===== src/cpu_defines.svh =====
`ifndef CPU_DEFINES_SVH
`define CPU_DEFINES_SVH

// Datapath and register address widths
`define XLEN			32
`define REG_ADDR_W		5

// Exception cause codes as written to mcause
`define CAUSE_ILLEGAL_INST	2
`define CAUSE_ECALL_M		11

// PC bits used to index the branch counter table
`define PRED_INDEX_BITS	6

`endif


===== src/cpu_pkg.sv =====
`default_nettype none

package cpu_pkg;

	// RV32I major opcodes taken from bits [6:0] of the instruction word
	typedef enum logic [6:0] {
		OPC_LUI    = 7'b0110111,
		OPC_AUIPC  = 7'b0010111,
		OPC_JAL    = 7'b1101111,
		OPC_JALR   = 7'b1100111,
		OPC_BRANCH = 7'b1100011,
		OPC_LOAD   = 7'b0000011,
		OPC_STORE  = 7'b0100011,
		OPC_OP_IMM = 7'b0010011,
		OPC_OP     = 7'b0110011,
		OPC_SYSTEM = 7'b1110011
	} opcode_t;

	// Branches reuse SUB, SLT and SLTU to select their comparison
	typedef enum logic [3:0] {
		ALU_ADD    = 4'd0,
		ALU_SUB    = 4'd1,
		ALU_SLL    = 4'd2,
		ALU_SLT    = 4'd3,
		ALU_SLTU   = 4'd4,
		ALU_XOR    = 4'd5,
		ALU_SRL    = 4'd6,
		ALU_SRA    = 4'd7,
		ALU_OR     = 4'd8,
		ALU_AND    = 4'd9,
		ALU_PASS_B = 4'd10
	} alu_op_t;

	typedef enum logic [3:0] {
		MEM_NONE = 4'd0,
		MEM_LB   = 4'd1,
		MEM_LH   = 4'd2,
		MEM_LW   = 4'd3,
		MEM_LBU  = 4'd4,
		MEM_LHU  = 4'd5,
		MEM_SB   = 4'd6,
		MEM_SH   = 4'd7,
		MEM_SW   = 4'd8
	} mem_op_t;

	typedef enum logic [1:0] {
		SRC_ALU = 2'd0,
		SRC_MEM = 2'd1,
		SRC_PC4 = 2'd2
	} wb_src_t;

endpackage

`default_nettype wire


===== src/inst_decoder.sv =====
`timescale 1ns/1ns
`default_nettype none
`include "cpu_defines.svh"

module inst_decoder (
	input  logic [`XLEN-1:0]       ir,
	output logic [`XLEN-1:0]       imm,
	output logic                   rs1_rena,
	output logic [`REG_ADDR_W-1:0] rs1_addr,
	output logic                   rs2_rena,
	output logic [`REG_ADDR_W-1:0] rs2_addr,
	output logic                   rd_wena,
	output logic [`REG_ADDR_W-1:0] rd_addr,
	output logic                   sel_pc,
	output logic                   sel_imm,
	output cpu_pkg::wb_src_t       wb_src,
	output cpu_pkg::alu_op_t       alu_op,
	output cpu_pkg::mem_op_t       mem_op,
	output logic                   jump_ena,
	output logic                   jump_ind,
	output logic                   jump_alw,
	output logic                   env_call,
	output logic                   illegal_inst
);

	import cpu_pkg::*;

	opcode_t    opcode;
	logic [2:0] funct3;
	logic [6:0] funct7;
	logic       funct7_ok;

	assign opcode   = opcode_t'(ir[6:0]);
	assign funct3   = ir[14:12];
	assign funct7   = ir[31:25];
	assign rs1_addr = ir[19:15];
	assign rs2_addr = ir[24:20];
	assign rd_addr  = ir[11:7];

	// The alternate funct7 only exists for SUB and the arithmetic shift
	assign funct7_ok = (funct7 == 7'b0000000) ||
		(funct7 == 7'b0100000 && (funct3 == 3'b000 || funct3 == 3'b101));

	function automatic alu_op_t arith_op(input logic [2:0] f3, input logic alt);
		case (f3)
			3'b000:  return alt ? ALU_SUB : ALU_ADD;
			3'b001:  return ALU_SLL;
			3'b010:  return ALU_SLT;
			3'b011:  return ALU_SLTU;
			3'b100:  return ALU_XOR;
			3'b101:  return alt ? ALU_SRA : ALU_SRL;
			3'b110:  return ALU_OR;
			default: return ALU_AND;
		endcase
	endfunction

	always_comb begin
		case (opcode)
			OPC_LUI, OPC_AUIPC: imm = {ir[31:12], 12'h000};
			OPC_JAL:    imm = {{12{ir[31]}}, ir[19:12], ir[20], ir[30:21], 1'b0};
			OPC_BRANCH: imm = {{20{ir[31]}}, ir[7], ir[30:25], ir[11:8], 1'b0};
			OPC_STORE:  imm = {{21{ir[31]}}, ir[30:25], ir[11:7]};
			default:    imm = {{21{ir[31]}}, ir[30:20]};
		endcase
	end

	always_comb begin
		rs1_rena     = 1'b0;
		rs2_rena     = 1'b0;
		rd_wena      = 1'b0;
		sel_pc       = 1'b0;
		sel_imm      = 1'b0;
		wb_src       = SRC_ALU;
		alu_op       = ALU_ADD;
		mem_op       = MEM_NONE;
		jump_ena     = 1'b0;
		jump_ind     = 1'b0;
		jump_alw     = 1'b0;
		env_call     = 1'b0;
		illegal_inst = 1'b0;

		case (opcode)
			OPC_LUI: begin
				rd_wena = 1'b1;
				sel_imm = 1'b1;
				alu_op  = ALU_PASS_B;
			end
			OPC_AUIPC: begin
				rd_wena = 1'b1;
				sel_pc  = 1'b1;
				sel_imm = 1'b1;
			end
			// The ALU forms the target while rd receives pc + 4
			OPC_JAL: begin
				rd_wena  = 1'b1;
				sel_pc   = 1'b1;
				sel_imm  = 1'b1;
				wb_src   = SRC_PC4;
				jump_ena = 1'b1;
				jump_alw = 1'b1;
			end
			OPC_JALR: begin
				rs1_rena     = 1'b1;
				rd_wena      = 1'b1;
				sel_imm      = 1'b1;
				wb_src       = SRC_PC4;
				jump_ena     = 1'b1;
				jump_ind     = 1'b1;
				jump_alw     = 1'b1;
				illegal_inst = (funct3 != 3'b000);
			end
			OPC_BRANCH: begin
				rs1_rena = 1'b1;
				rs2_rena = 1'b1;
				jump_ena = 1'b1;
				case (funct3[2:1])
					2'b00:   alu_op = ALU_SUB;
					2'b10:   alu_op = ALU_SLT;
					2'b11:   alu_op = ALU_SLTU;
					default: illegal_inst = 1'b1;
				endcase
			end
			OPC_LOAD: begin
				rs1_rena = 1'b1;
				rd_wena  = 1'b1;
				sel_imm  = 1'b1;
				wb_src   = SRC_MEM;
				case (funct3)
					3'b000:  mem_op = MEM_LB;
					3'b001:  mem_op = MEM_LH;
					3'b010:  mem_op = MEM_LW;
					3'b100:  mem_op = MEM_LBU;
					3'b101:  mem_op = MEM_LHU;
					default: illegal_inst = 1'b1;
				endcase
			end
			OPC_STORE: begin
				rs1_rena = 1'b1;
				rs2_rena = 1'b1;
				sel_imm  = 1'b1;
				case (funct3)
					3'b000:  mem_op = MEM_SB;
					3'b001:  mem_op = MEM_SH;
					3'b010:  mem_op = MEM_SW;
					default: illegal_inst = 1'b1;
				endcase
			end
			OPC_OP_IMM: begin
				rs1_rena = 1'b1;
				rd_wena  = 1'b1;
				sel_imm  = 1'b1;
				alu_op   = arith_op(funct3, funct3 == 3'b101 && funct7[5]);
				// Only shifts carry a funct7 field in the immediate
				if (funct3[1:0] == 2'b01)
					illegal_inst = !funct7_ok;
			end
			OPC_OP: begin
				rs1_rena     = 1'b1;
				rs2_rena     = 1'b1;
				rd_wena      = 1'b1;
				alu_op       = arith_op(funct3, funct7[5]);
				illegal_inst = !funct7_ok;
			end
			OPC_SYSTEM: begin
				if (ir == 32'h00000073)
					env_call = 1'b1;
				else
					illegal_inst = 1'b1;
			end
			default: illegal_inst = 1'b1;
		endcase

		if (illegal_inst) begin
			rs1_rena = 1'b0;
			rs2_rena = 1'b0;
			rd_wena  = 1'b0;
			mem_op   = MEM_NONE;
			jump_ena = 1'b0;
			jump_ind = 1'b0;
			jump_alw = 1'b0;
		end
	end

endmodule

`default_nettype wire


===== src/reg_file.sv =====
`timescale 1ns/1ns
`default_nettype none
`include "cpu_defines.svh"

module reg_file (
	input  logic                   clk,
	input  logic                   rd_wena,
	input  logic [`REG_ADDR_W-1:0] rd_addr,
	input  logic [`XLEN-1:0]       rd_data,
	input  logic [`REG_ADDR_W-1:0] rs1_addr,
	output logic [`XLEN-1:0]       rs1_data,
	input  logic [`REG_ADDR_W-1:0] rs2_addr,
	output logic [`XLEN-1:0]       rs2_data
);

	// x0 has no storage behind it
	logic [`XLEN-1:0] regs [1:(1 << `REG_ADDR_W) - 1];

	always_ff @(posedge clk) begin
		if (rd_wena && rd_addr != '0)
			regs[rd_addr] <= rd_data;
	end

	// A write in flight is returned directly so decode sees it this cycle
	assign rs1_data = (rs1_addr == '0) ? '0 :
		(rd_wena && rd_addr == rs1_addr) ? rd_data : regs[rs1_addr];

	assign rs2_data = (rs2_addr == '0) ? '0 :
		(rd_wena && rd_addr == rs2_addr) ? rd_data : regs[rs2_addr];

endmodule

`default_nettype wire


===== src/bypass_logic.sv =====
`timescale 1ns/1ns
`default_nettype none
`include "cpu_defines.svh"

module bypass_logic (
	input  logic                   rs1_rena,
	input  logic [`REG_ADDR_W-1:0] rs1_addr,
	input  logic [`XLEN-1:0]       rs1_data,
	input  logic                   rs2_rena,
	input  logic [`REG_ADDR_W-1:0] rs2_addr,
	input  logic [`XLEN-1:0]       rs2_data,
	input  logic                   rd_wena_ex,
	input  logic [`REG_ADDR_W-1:0] rd_addr_ex,
	input  logic [`XLEN-1:0]       rd_data_ex,
	input  cpu_pkg::wb_src_t       wb_src_ex,
	input  logic                   rd_wena_mem,
	input  logic [`REG_ADDR_W-1:0] rd_addr_mem,
	input  logic [`XLEN-1:0]       rd_data_mem,
	output logic [`XLEN-1:0]       rs1_bypassed,
	output logic [`XLEN-1:0]       rs2_bypassed
);

	import cpu_pkg::*;

	logic ex_fwd;
	logic mem_fwd;

	// A load in EX has no data yet, so only MEM can supply it later
	assign ex_fwd  = rd_wena_ex && (rd_addr_ex != '0) && (wb_src_ex != SRC_MEM);
	assign mem_fwd = rd_wena_mem && (rd_addr_mem != '0);

	// EX holds the younger result and takes priority over MEM
	assign rs1_bypassed = !rs1_rena ? rs1_data :
		(ex_fwd && rd_addr_ex == rs1_addr) ? rd_data_ex :
		(mem_fwd && rd_addr_mem == rs1_addr) ? rd_data_mem : rs1_data;

	assign rs2_bypassed = !rs2_rena ? rs2_data :
		(ex_fwd && rd_addr_ex == rs2_addr) ? rd_data_ex :
		(mem_fwd && rd_addr_mem == rs2_addr) ? rd_data_mem : rs2_data;

endmodule

`default_nettype wire


===== src/branch_predictor.sv =====
`timescale 1ns/1ns
`default_nettype none
`include "cpu_defines.svh"

module branch_predictor #(
	parameter int index_bits = `PRED_INDEX_BITS
) (
	input  logic             clk,
	input  logic             reset,
	input  logic [`XLEN-1:0] pc,
	input  logic [`XLEN-1:0] imm,
	input  logic             jump_ena,
	input  logic             jump_alw,
	input  logic             jump_ind,
	input  logic [`XLEN-1:0] pc_ex,
	input  logic             jump_ena_ex,
	input  logic             jump_alw_ex,
	input  logic             jump_taken_ex,
	output logic             jump_pred,
	output logic [`XLEN-1:0] jump_addr
);

	localparam int entries = 2 ** index_bits;

	logic [1:0]            counters [entries];
	logic [index_bits-1:0] pred_index;
	logic [index_bits-1:0] upd_index;

	// Instructions are word aligned so the two low PC bits are skipped
	assign pred_index = pc[index_bits+1:2];
	assign upd_index  = pc_ex[index_bits+1:2];

	// JAL is always taken, JALR has a register target and is never predicted
	assign jump_pred = jump_ena && !jump_ind && (jump_alw || counters[pred_index][1]);
	assign jump_addr = pc + imm;

	always_ff @(posedge clk, posedge reset) begin
		if (reset) begin
			for (int i = 0; i < entries; i++)
				counters[i] <= 2'b01;
		end else if (jump_ena_ex && !jump_alw_ex) begin
			if (jump_taken_ex && counters[upd_index] != 2'b11)
				counters[upd_index] <= counters[upd_index] + 2'd1;
			else if (!jump_taken_ex && counters[upd_index] != 2'b00)
				counters[upd_index] <= counters[upd_index] - 2'd1;
		end
	end

endmodule

`default_nettype wire


===== src/id_stage.sv =====
`timescale 1ns/1ns
`default_nettype none
`include "cpu_defines.svh"

module id_stage (
	input  logic                   clk,
	input  logic                   reset,

	input  logic                   valid_in,
	output logic                   ready_out,
	input  logic                   flush_in,
	output logic                   flush_out,
	output logic                   valid_out,
	input  logic                   ready_in,

	input  logic [`XLEN-1:0]       pc_if,
	input  logic [`XLEN-1:0]       ir_if,
	input  logic                   exc_pend_if,
	input  logic [`XLEN-1:0]       exc_cause_if,
	output logic                   jump_pred_if,
	output logic [`XLEN-1:0]       jump_addr_if,

	output logic [`XLEN-1:0]       pc_id,
	output logic [`XLEN-1:0]       ir_id,
	output logic [`XLEN-1:0]       imm_id,
	output logic                   rs1_rena_id,
	output logic [`REG_ADDR_W-1:0] rs1_addr_id,
	output logic [`XLEN-1:0]       rs1_data_id,
	output logic                   rs2_rena_id,
	output logic [`REG_ADDR_W-1:0] rs2_addr_id,
	output logic [`XLEN-1:0]       rs2_data_id,
	output logic                   rd_wena_id,
	output logic [`REG_ADDR_W-1:0] rd_addr_id,
	output logic                   sel_pc_id,
	output logic                   sel_imm_id,
	output cpu_pkg::wb_src_t       wb_src_id,
	output cpu_pkg::alu_op_t       alu_op_id,
	output cpu_pkg::mem_op_t       mem_op_id,
	output logic                   jump_ena_id,
	output logic                   jump_ind_id,
	output logic                   jump_alw_id,
	output logic                   jump_pred_id,
	output logic                   exc_pend_id,
	output logic [`XLEN-1:0]       exc_cause_id,

	input  logic                   rd_wena_ex,
	input  logic [`REG_ADDR_W-1:0] rd_addr_ex,
	input  logic [`XLEN-1:0]       rd_data_ex,
	input  cpu_pkg::wb_src_t       wb_src_ex,
	input  logic                   rd_wena_mem,
	input  logic [`REG_ADDR_W-1:0] rd_addr_mem,
	input  logic [`XLEN-1:0]       rd_data_mem,
	input  logic                   rd_wena_wb,
	input  logic [`REG_ADDR_W-1:0] rd_addr_wb,
	input  logic [`XLEN-1:0]       rd_data_wb,

	input  logic [`XLEN-1:0]       pc_ex,
	input  logic                   jump_ena_ex,
	input  logic                   jump_alw_ex,
	input  logic                   jump_taken_ex
);

	import cpu_pkg::*;

	logic [`XLEN-1:0]       imm;
	logic                   rs1_rena;
	logic [`REG_ADDR_W-1:0] rs1_addr;
	logic [`XLEN-1:0]       rs1_data;
	logic                   rs2_rena;
	logic [`REG_ADDR_W-1:0] rs2_addr;
	logic [`XLEN-1:0]       rs2_data;
	logic                   rd_wena;
	logic [`REG_ADDR_W-1:0] rd_addr;
	logic                   sel_pc;
	logic                   sel_imm;
	wb_src_t                wb_src;
	alu_op_t                alu_op;
	mem_op_t                mem_op;
	logic                   jump_ena;
	logic                   jump_ind;
	logic                   jump_alw;
	logic                   env_call;
	logic                   illegal_inst;
	logic [`XLEN-1:0]       rs1_bypassed;
	logic [`XLEN-1:0]       rs2_bypassed;
	logic                   exc_pend;
	logic [`XLEN-1:0]       exc_cause;
	logic                   accept;
	logic                   clear;

	// A pending exception holds off fetch until the pipeline flushes
	assign ready_out = ready_in && !exc_pend_id;
	assign flush_out = flush_in;
	assign accept    = valid_in && ready_out && !flush_in;
	assign clear     = flush_in || (valid_out && ready_in && !accept);

	// Fetch faults are oldest, then illegal encodings, then ECALL
	assign exc_pend  = exc_pend_if || illegal_inst || env_call;
	assign exc_cause = exc_pend_if ? exc_cause_if :
		illegal_inst ? `XLEN'(`CAUSE_ILLEGAL_INST) :
		env_call ? `XLEN'(`CAUSE_ECALL_M) : '0;

	always_ff @(posedge clk, posedge reset) begin
		if (reset) begin
			valid_out    <= 1'b0;
			rs1_rena_id  <= 1'b0;
			rs2_rena_id  <= 1'b0;
			rd_wena_id   <= 1'b0;
			mem_op_id    <= MEM_NONE;
			jump_ena_id  <= 1'b0;
			jump_ind_id  <= 1'b0;
			jump_alw_id  <= 1'b0;
			jump_pred_id <= 1'b0;
			exc_pend_id  <= 1'b0;
		end else if (accept || clear) begin
			valid_out    <= accept;
			rs1_rena_id  <= accept && rs1_rena;
			rs2_rena_id  <= accept && rs2_rena;
			rd_wena_id   <= accept && rd_wena;
			mem_op_id    <= accept ? mem_op : MEM_NONE;
			jump_ena_id  <= accept && jump_ena;
			jump_ind_id  <= accept && jump_ind;
			jump_alw_id  <= accept && jump_alw;
			jump_pred_id <= accept && jump_pred_if;
			exc_pend_id  <= accept && exc_pend;
		end
	end

	always_ff @(posedge clk) begin
		if (accept || clear) begin
			pc_id        <= accept ? pc_if : '0;
			ir_id        <= accept ? ir_if : '0;
			imm_id       <= accept ? imm : '0;
			rs1_addr_id  <= accept ? rs1_addr : '0;
			rs1_data_id  <= accept ? rs1_data : '0;
			rs2_addr_id  <= accept ? rs2_addr : '0;
			rs2_data_id  <= accept ? rs2_data : '0;
			rd_addr_id   <= accept ? rd_addr : '0;
			sel_pc_id    <= accept && sel_pc;
			sel_imm_id   <= accept && sel_imm;
			wb_src_id    <= accept ? wb_src : SRC_ALU;
			alu_op_id    <= accept ? alu_op : ALU_ADD;
			exc_cause_id <= accept ? exc_cause : '0;
		end else begin
			// Held operands pick up results that retire while EX is stalled
			rs1_data_id  <= rs1_bypassed;
			rs2_data_id  <= rs2_bypassed;
		end
	end

	inst_decoder i_inst_decoder (
		.ir (ir_if),
		.*
	);

	reg_file i_reg_file (
		.rd_wena (rd_wena_wb),
		.rd_addr (rd_addr_wb),
		.rd_data (rd_data_wb),
		.*
	);

	bypass_logic i_bypass_logic (
		.rs1_rena (rs1_rena_id),
		.rs1_addr (rs1_addr_id),
		.rs1_data (rs1_data_id),
		.rs2_rena (rs2_rena_id),
		.rs2_addr (rs2_addr_id),
		.rs2_data (rs2_data_id),
		.*
	);

	branch_predictor #(
		.index_bits (`PRED_INDEX_BITS)
	) i_branch_predictor (
		.pc        (pc_if),
		.jump_pred (jump_pred_if),
		.jump_addr (jump_addr_if),
		.*
	);

endmodule

`default_nettype wire


===== config.mk =====
export PLATFORM = sky130hd
export DESIGN_NAME = id_stage
export DESIGN_NICKNAME = d
export VERILOG_FILES = /design/src/cpu_pkg.sv /design/src/inst_decoder.sv /design/src/reg_file.sv /design/src/bypass_logic.sv /design/src/branch_predictor.sv /design/src/id_stage.sv
export VERILOG_INCLUDE_DIRS = /design/src
export SDC_FILE = /design/constraint.sdc
export NUM_CORES = 2
export LEC_CHECK = 0
export BUFFER_PORTS_ARGS = -buffer_cell sky130_fd_sc_hd__buf_2
export CELL_PAD_IN_SITES_DETAIL_PLACEMENT = 1
export CELL_PAD_IN_SITES_GLOBAL_PLACEMENT = 1
export CORE_UTILIZATION = 50
export DETAILED_ROUTE_END_ITERATION = 10
export PLACE_DENSITY_LB_ADDON = 0.1
export REMOVE_ABC_BUFFERS = 1
export SLEW_MARGIN = 15
export SYNTH_ARGS = -nofsm -noshare
export SYNTH_HDL_FRONTEND = slang
export SYNTH_SLANG_ARGS = --single-unit

===== constraint.sdc =====
create_clock -name clk -period 11.25 [get_ports clk]
set_input_delay 1.125 -clock clk [delete_from_list [all_inputs] [get_ports clk]]
set_output_delay 1.125 -clock clk [all_outputs]
set_load 0.01 [all_outputs]

==> results.py <==
metrics = {
    "floorplanning": {
        "die-area_um2": 130000,
        "core-area_um2": 128000,
        "rows": 131,
        "die_x_um": 361,
        "io_pins": 516,
        "start_util": 0.505,
        "dieHeight_um": 361,
    },
    "timing": {
        "fin_crit_ns": 7.26,
        "rsz0062_at_grt": "no",
        "fin_tns_setup_ns": 0,
        "finClkSkew_ns": 0.0265,
        "fmax_ghz": 0.138,
        "finalSetupViolCount": 0,
        "hold_viol": 0,
        "slew-limit-headroom": 0.296,
        "worst_pin_slew_ns": 1.05,
        "period_share": 0.646,
        "drv_slew": 0,
    },
    "routing": {
        "first_iter_violations": 3825,
        "drc_errors": 0,
        "routed_wl_um": 201000,
        "final_antenna_net_count": 0,
        "vias": 38974,
        "vias_per_cell": 6.63,
        "wl_per_cell_um": 34.1,
        "drtPass1Iterations": 7,
    },
    "synth": {
        "syn_inst": 3663,
        "synth-seq-cells": 1332,
        "async_flop_share": 0.106,
        "synth_area_per_cell_um2": 17.6,
        "synthDistinctLibCells": 80,
        "syn-cell-area_um2": 64500,
        "synth-seq-area-share": 0.611,
        "yosysWarnings": 0,
        "synth_edf_count": 1191,
        "ys.flop_type": "edfxtp_1",
    },
    "finish": {
        "register_area_um2": 39400,
        "nets": 4390,
        "multi_input_area_um2": 24000,
        "area_growth_syn_to_layout_pct": 13.9,
        "fill_cells": 11462,
        "instances_no_fill": 5882,
        "final_layout_size_suffix_gt1_frac": 0.392,
    },
    "placed_design": {
        "io_buffers": 489,
        "dpl.hpwl_um": 124000,
        "gp_congestion": 0.852,
        "dp.cells": 5617,
    },
    "clock_tree": {
        "cts_resized": 0,
        "clk_pin_slew_ns": 0.06,
        "clock_sinks": 1332,
        "clk-insertion-delay-late_ns": 0.79,
        "cts_tree": "done",
        "htree_levels": 4,
        "cts-root-buf": "clkbuf_16",
        "post_cts_buffers": 0,
        "ctsHoldBuffers": 0,
        "clk_path_buf_depth": 3,
        "numCtsBuffers": 146,
    },
    "grt": {
        "antenna_found_initial": 12,
        "grt_pass1_wl_um": 288000,
        "grt_usage": 0.310,
        "gr-total-overflow": 0,
        "grt_pass1_vias": 40294,
        "grt_max_degree": 129,
    },
    "worst_setup_path": {
        "cp-start-kind": "primary input",
        "cp_slowest_cell": "nand2_1",
        "cp_max_fo": 15,
        "endpoint_kind": "output port",
        "required_ns": 10.13,
        "path_class": "primary input to output port",
        "path_common_cell": "buf_2",
        "path_cells": "buf_2 > nor4bb_1 > nand3_1 > nand2_1 > nor2_1 > a22o_1 > ha_1 > fa_1 > a211oi_1 > o21ai_0 > a21oi_1 > o21a_1 > o211a_1 > nor3_1 > a311oi_1 > buf_2",
        "worst-path-buf-inv": 2,
        "cpLargestDelayFamily": "compound AO/OA/AOI/OAI gates",
        "arrival_ns": 6.14,
        "rrSetupSlack_ns": 6.40,
        "slowest_delay_ns": 0.53,
    },
    "pwr": {
        "vdd_drop_max_mv": 0.152,
        "p_leak_nw": 25.7,
        "p_per_area_nw_per_um2": 158,
    },
    "run": {
        "drv_cap": 0,
    },
    "outcome": {
        "run_status": "finished, final reports clean",
    },
    "hold_path": {
        "hold_class": "flip-flop to flip-flop",
    },
}
==> cell usage after synthesis, types with 13 or more instances <==
master | n | area [um^2]
edfxtp_1 | 1191 | 35800
mux4_2 | 605 | 13600
mux2i_1 | 199 | 1990
nor2_1 | 192 | 721
clkbuf_1 | 167 | 627
nand2_1 | 162 | 608
mux2_2 | 139 | 1570
a21oi_1 | 109 | 546
and2_1 | 97 | 607
dfrtp_1 | 77 | 1930
o221ai_1 | 67 | 587
dfstp_2 | 64 | 1680
buf_2 | 59 | 295
and3_1 | 41 | 257
o21ai_0 | 39 | 195
a21o_1 | 35 | 263
buf_1 | 33 | 124
ha_1 | 33 | 413
xnor2_1 | 31 | 272
nand3_1 | 28 | 140
xor2_1 | 27 | 236
buf_4 | 25 | 188
a22oi_1 | 22 | 165
nor2b_1 | 22 | 138
nor3_1 | 16 | 80.1
inv_1 | 13 | 48.8
nand2b_1 | 13 | 81.3
==> power by group <==
| group | internal (mW) | total, mW | switching [mW] | leakage, nW |
|---|---|---|---|---|
| sequential | 5.57 | 5.63 | 0.0686 | 12.8 |
| clock | 2.70 | 4.70 | 1.99 | 2.25 |
| combinational | 0.524 | 1.26 | 0.741 | 10.7 |
==> metal layers <==
metal / up-vias / routed length [um] / global-route usage
met3: 370 / 15300 / 0.0569
met5: - / 91 / 0
met2: 1768 / 101000 / 0.519
met1: 20799 / 77500 / 0.408
met4: 14 / 7110 / 0.107
li1: 16023 / - / -
==> flip-flops by register name, summed over array words and instances (netlist names), 2 cells and up <==
register	count
exc_cause_id	32
rs2_data_id	32
i_reg_file.regs	992
i_branch_predictor.counters	128
mem_op_id	4
pc_id	32
imm_id	31
rs1_data_id	32
alu_op_id	4
wb_src_id	2
ir_id	32
==> per-stage QoR <==
step	cell area (um^2)	hold WS, ns	total power, mW	setup WS, ns	utilization
finish	73400	0.481	11.6	3.99	0.575
global route	73400	0.522	11.9	3.51	0.575
detailed placement	68800	0.468	7.00	4.03	0.539
global placement	68800	0.463	6.98	4.10	0.539
floorplan	63200	0.491	6.37	4.21	-
CTS	73400	0.481	11.7	3.98	0.575
==> area by class of cell <==
class | instances | share of cell area
tap | 1662 | 0.0283
clock buffer | 175 | 0.0528
inverter | 14 | 0.000886
antenna | 5 | 0.000170
clock inverter | 85 | 0.00989
timing repair buffer | 581 | 0.0439
multi-input combinational | 2028 | 0.327
sequential | 1332 | 0.536
==> worst paths after layout <==
path / from / to / cells after the start
worst min register to register: jump_pred_id$_DFFE_PP0N_ / jump_pred_id$_DFFE_PP0N_ / 2
worst max register to register: i_branch_predictor.counters[34]$_DFFE_PP1P_ / i_branch_predictor.counters[119]$_DFFE_PP0P_ / 14
min in group asynchronous: reset / exc_pend_id$_DFFE_PP0N_ / 2
max in group asynchronous: reset / i_branch_predictor.counters[51]$_DFFE_PP0P_ / 3
worst min-delay path: jump_pred_id$_DFFE_PP0N_ / jump_pred_id$_DFFE_PP0N_ / 2
worst max-delay path: ir_if[3] / jump_addr_if[30] / 16
==> tightest hold or removal path: stages (launching register included) <==
cell and delay [ns]:
dfrtp_1 0.33, nand2_1 0.05, o21ai_0 0.06
==> cell families after synthesis <==
logic type / synth area share
compound gates: 0.0390
xor+xnor: 0.00788
fa+ha+maj: 0.00672
buf+inv: 0.0208
flops: 0.611
mux: 0.267
simple gates: 0.0475
==> cell usage in the layout, fill, tap and decap left out, types with 64 or more instances in the layout <==
cell type,instances
clkbuf_16,150
buf_2,479
edfxtp_1,1191
nor2_1,161
buf_4,94
nand2_1,158
mux2_2,139
mux4_2,605
a21oi_1,109
dfrtp_1,77
o221ai_1,67
dfstp_2,64
and2_1,97
mux2i_1,199
Power figures use the tool's default switching activity.
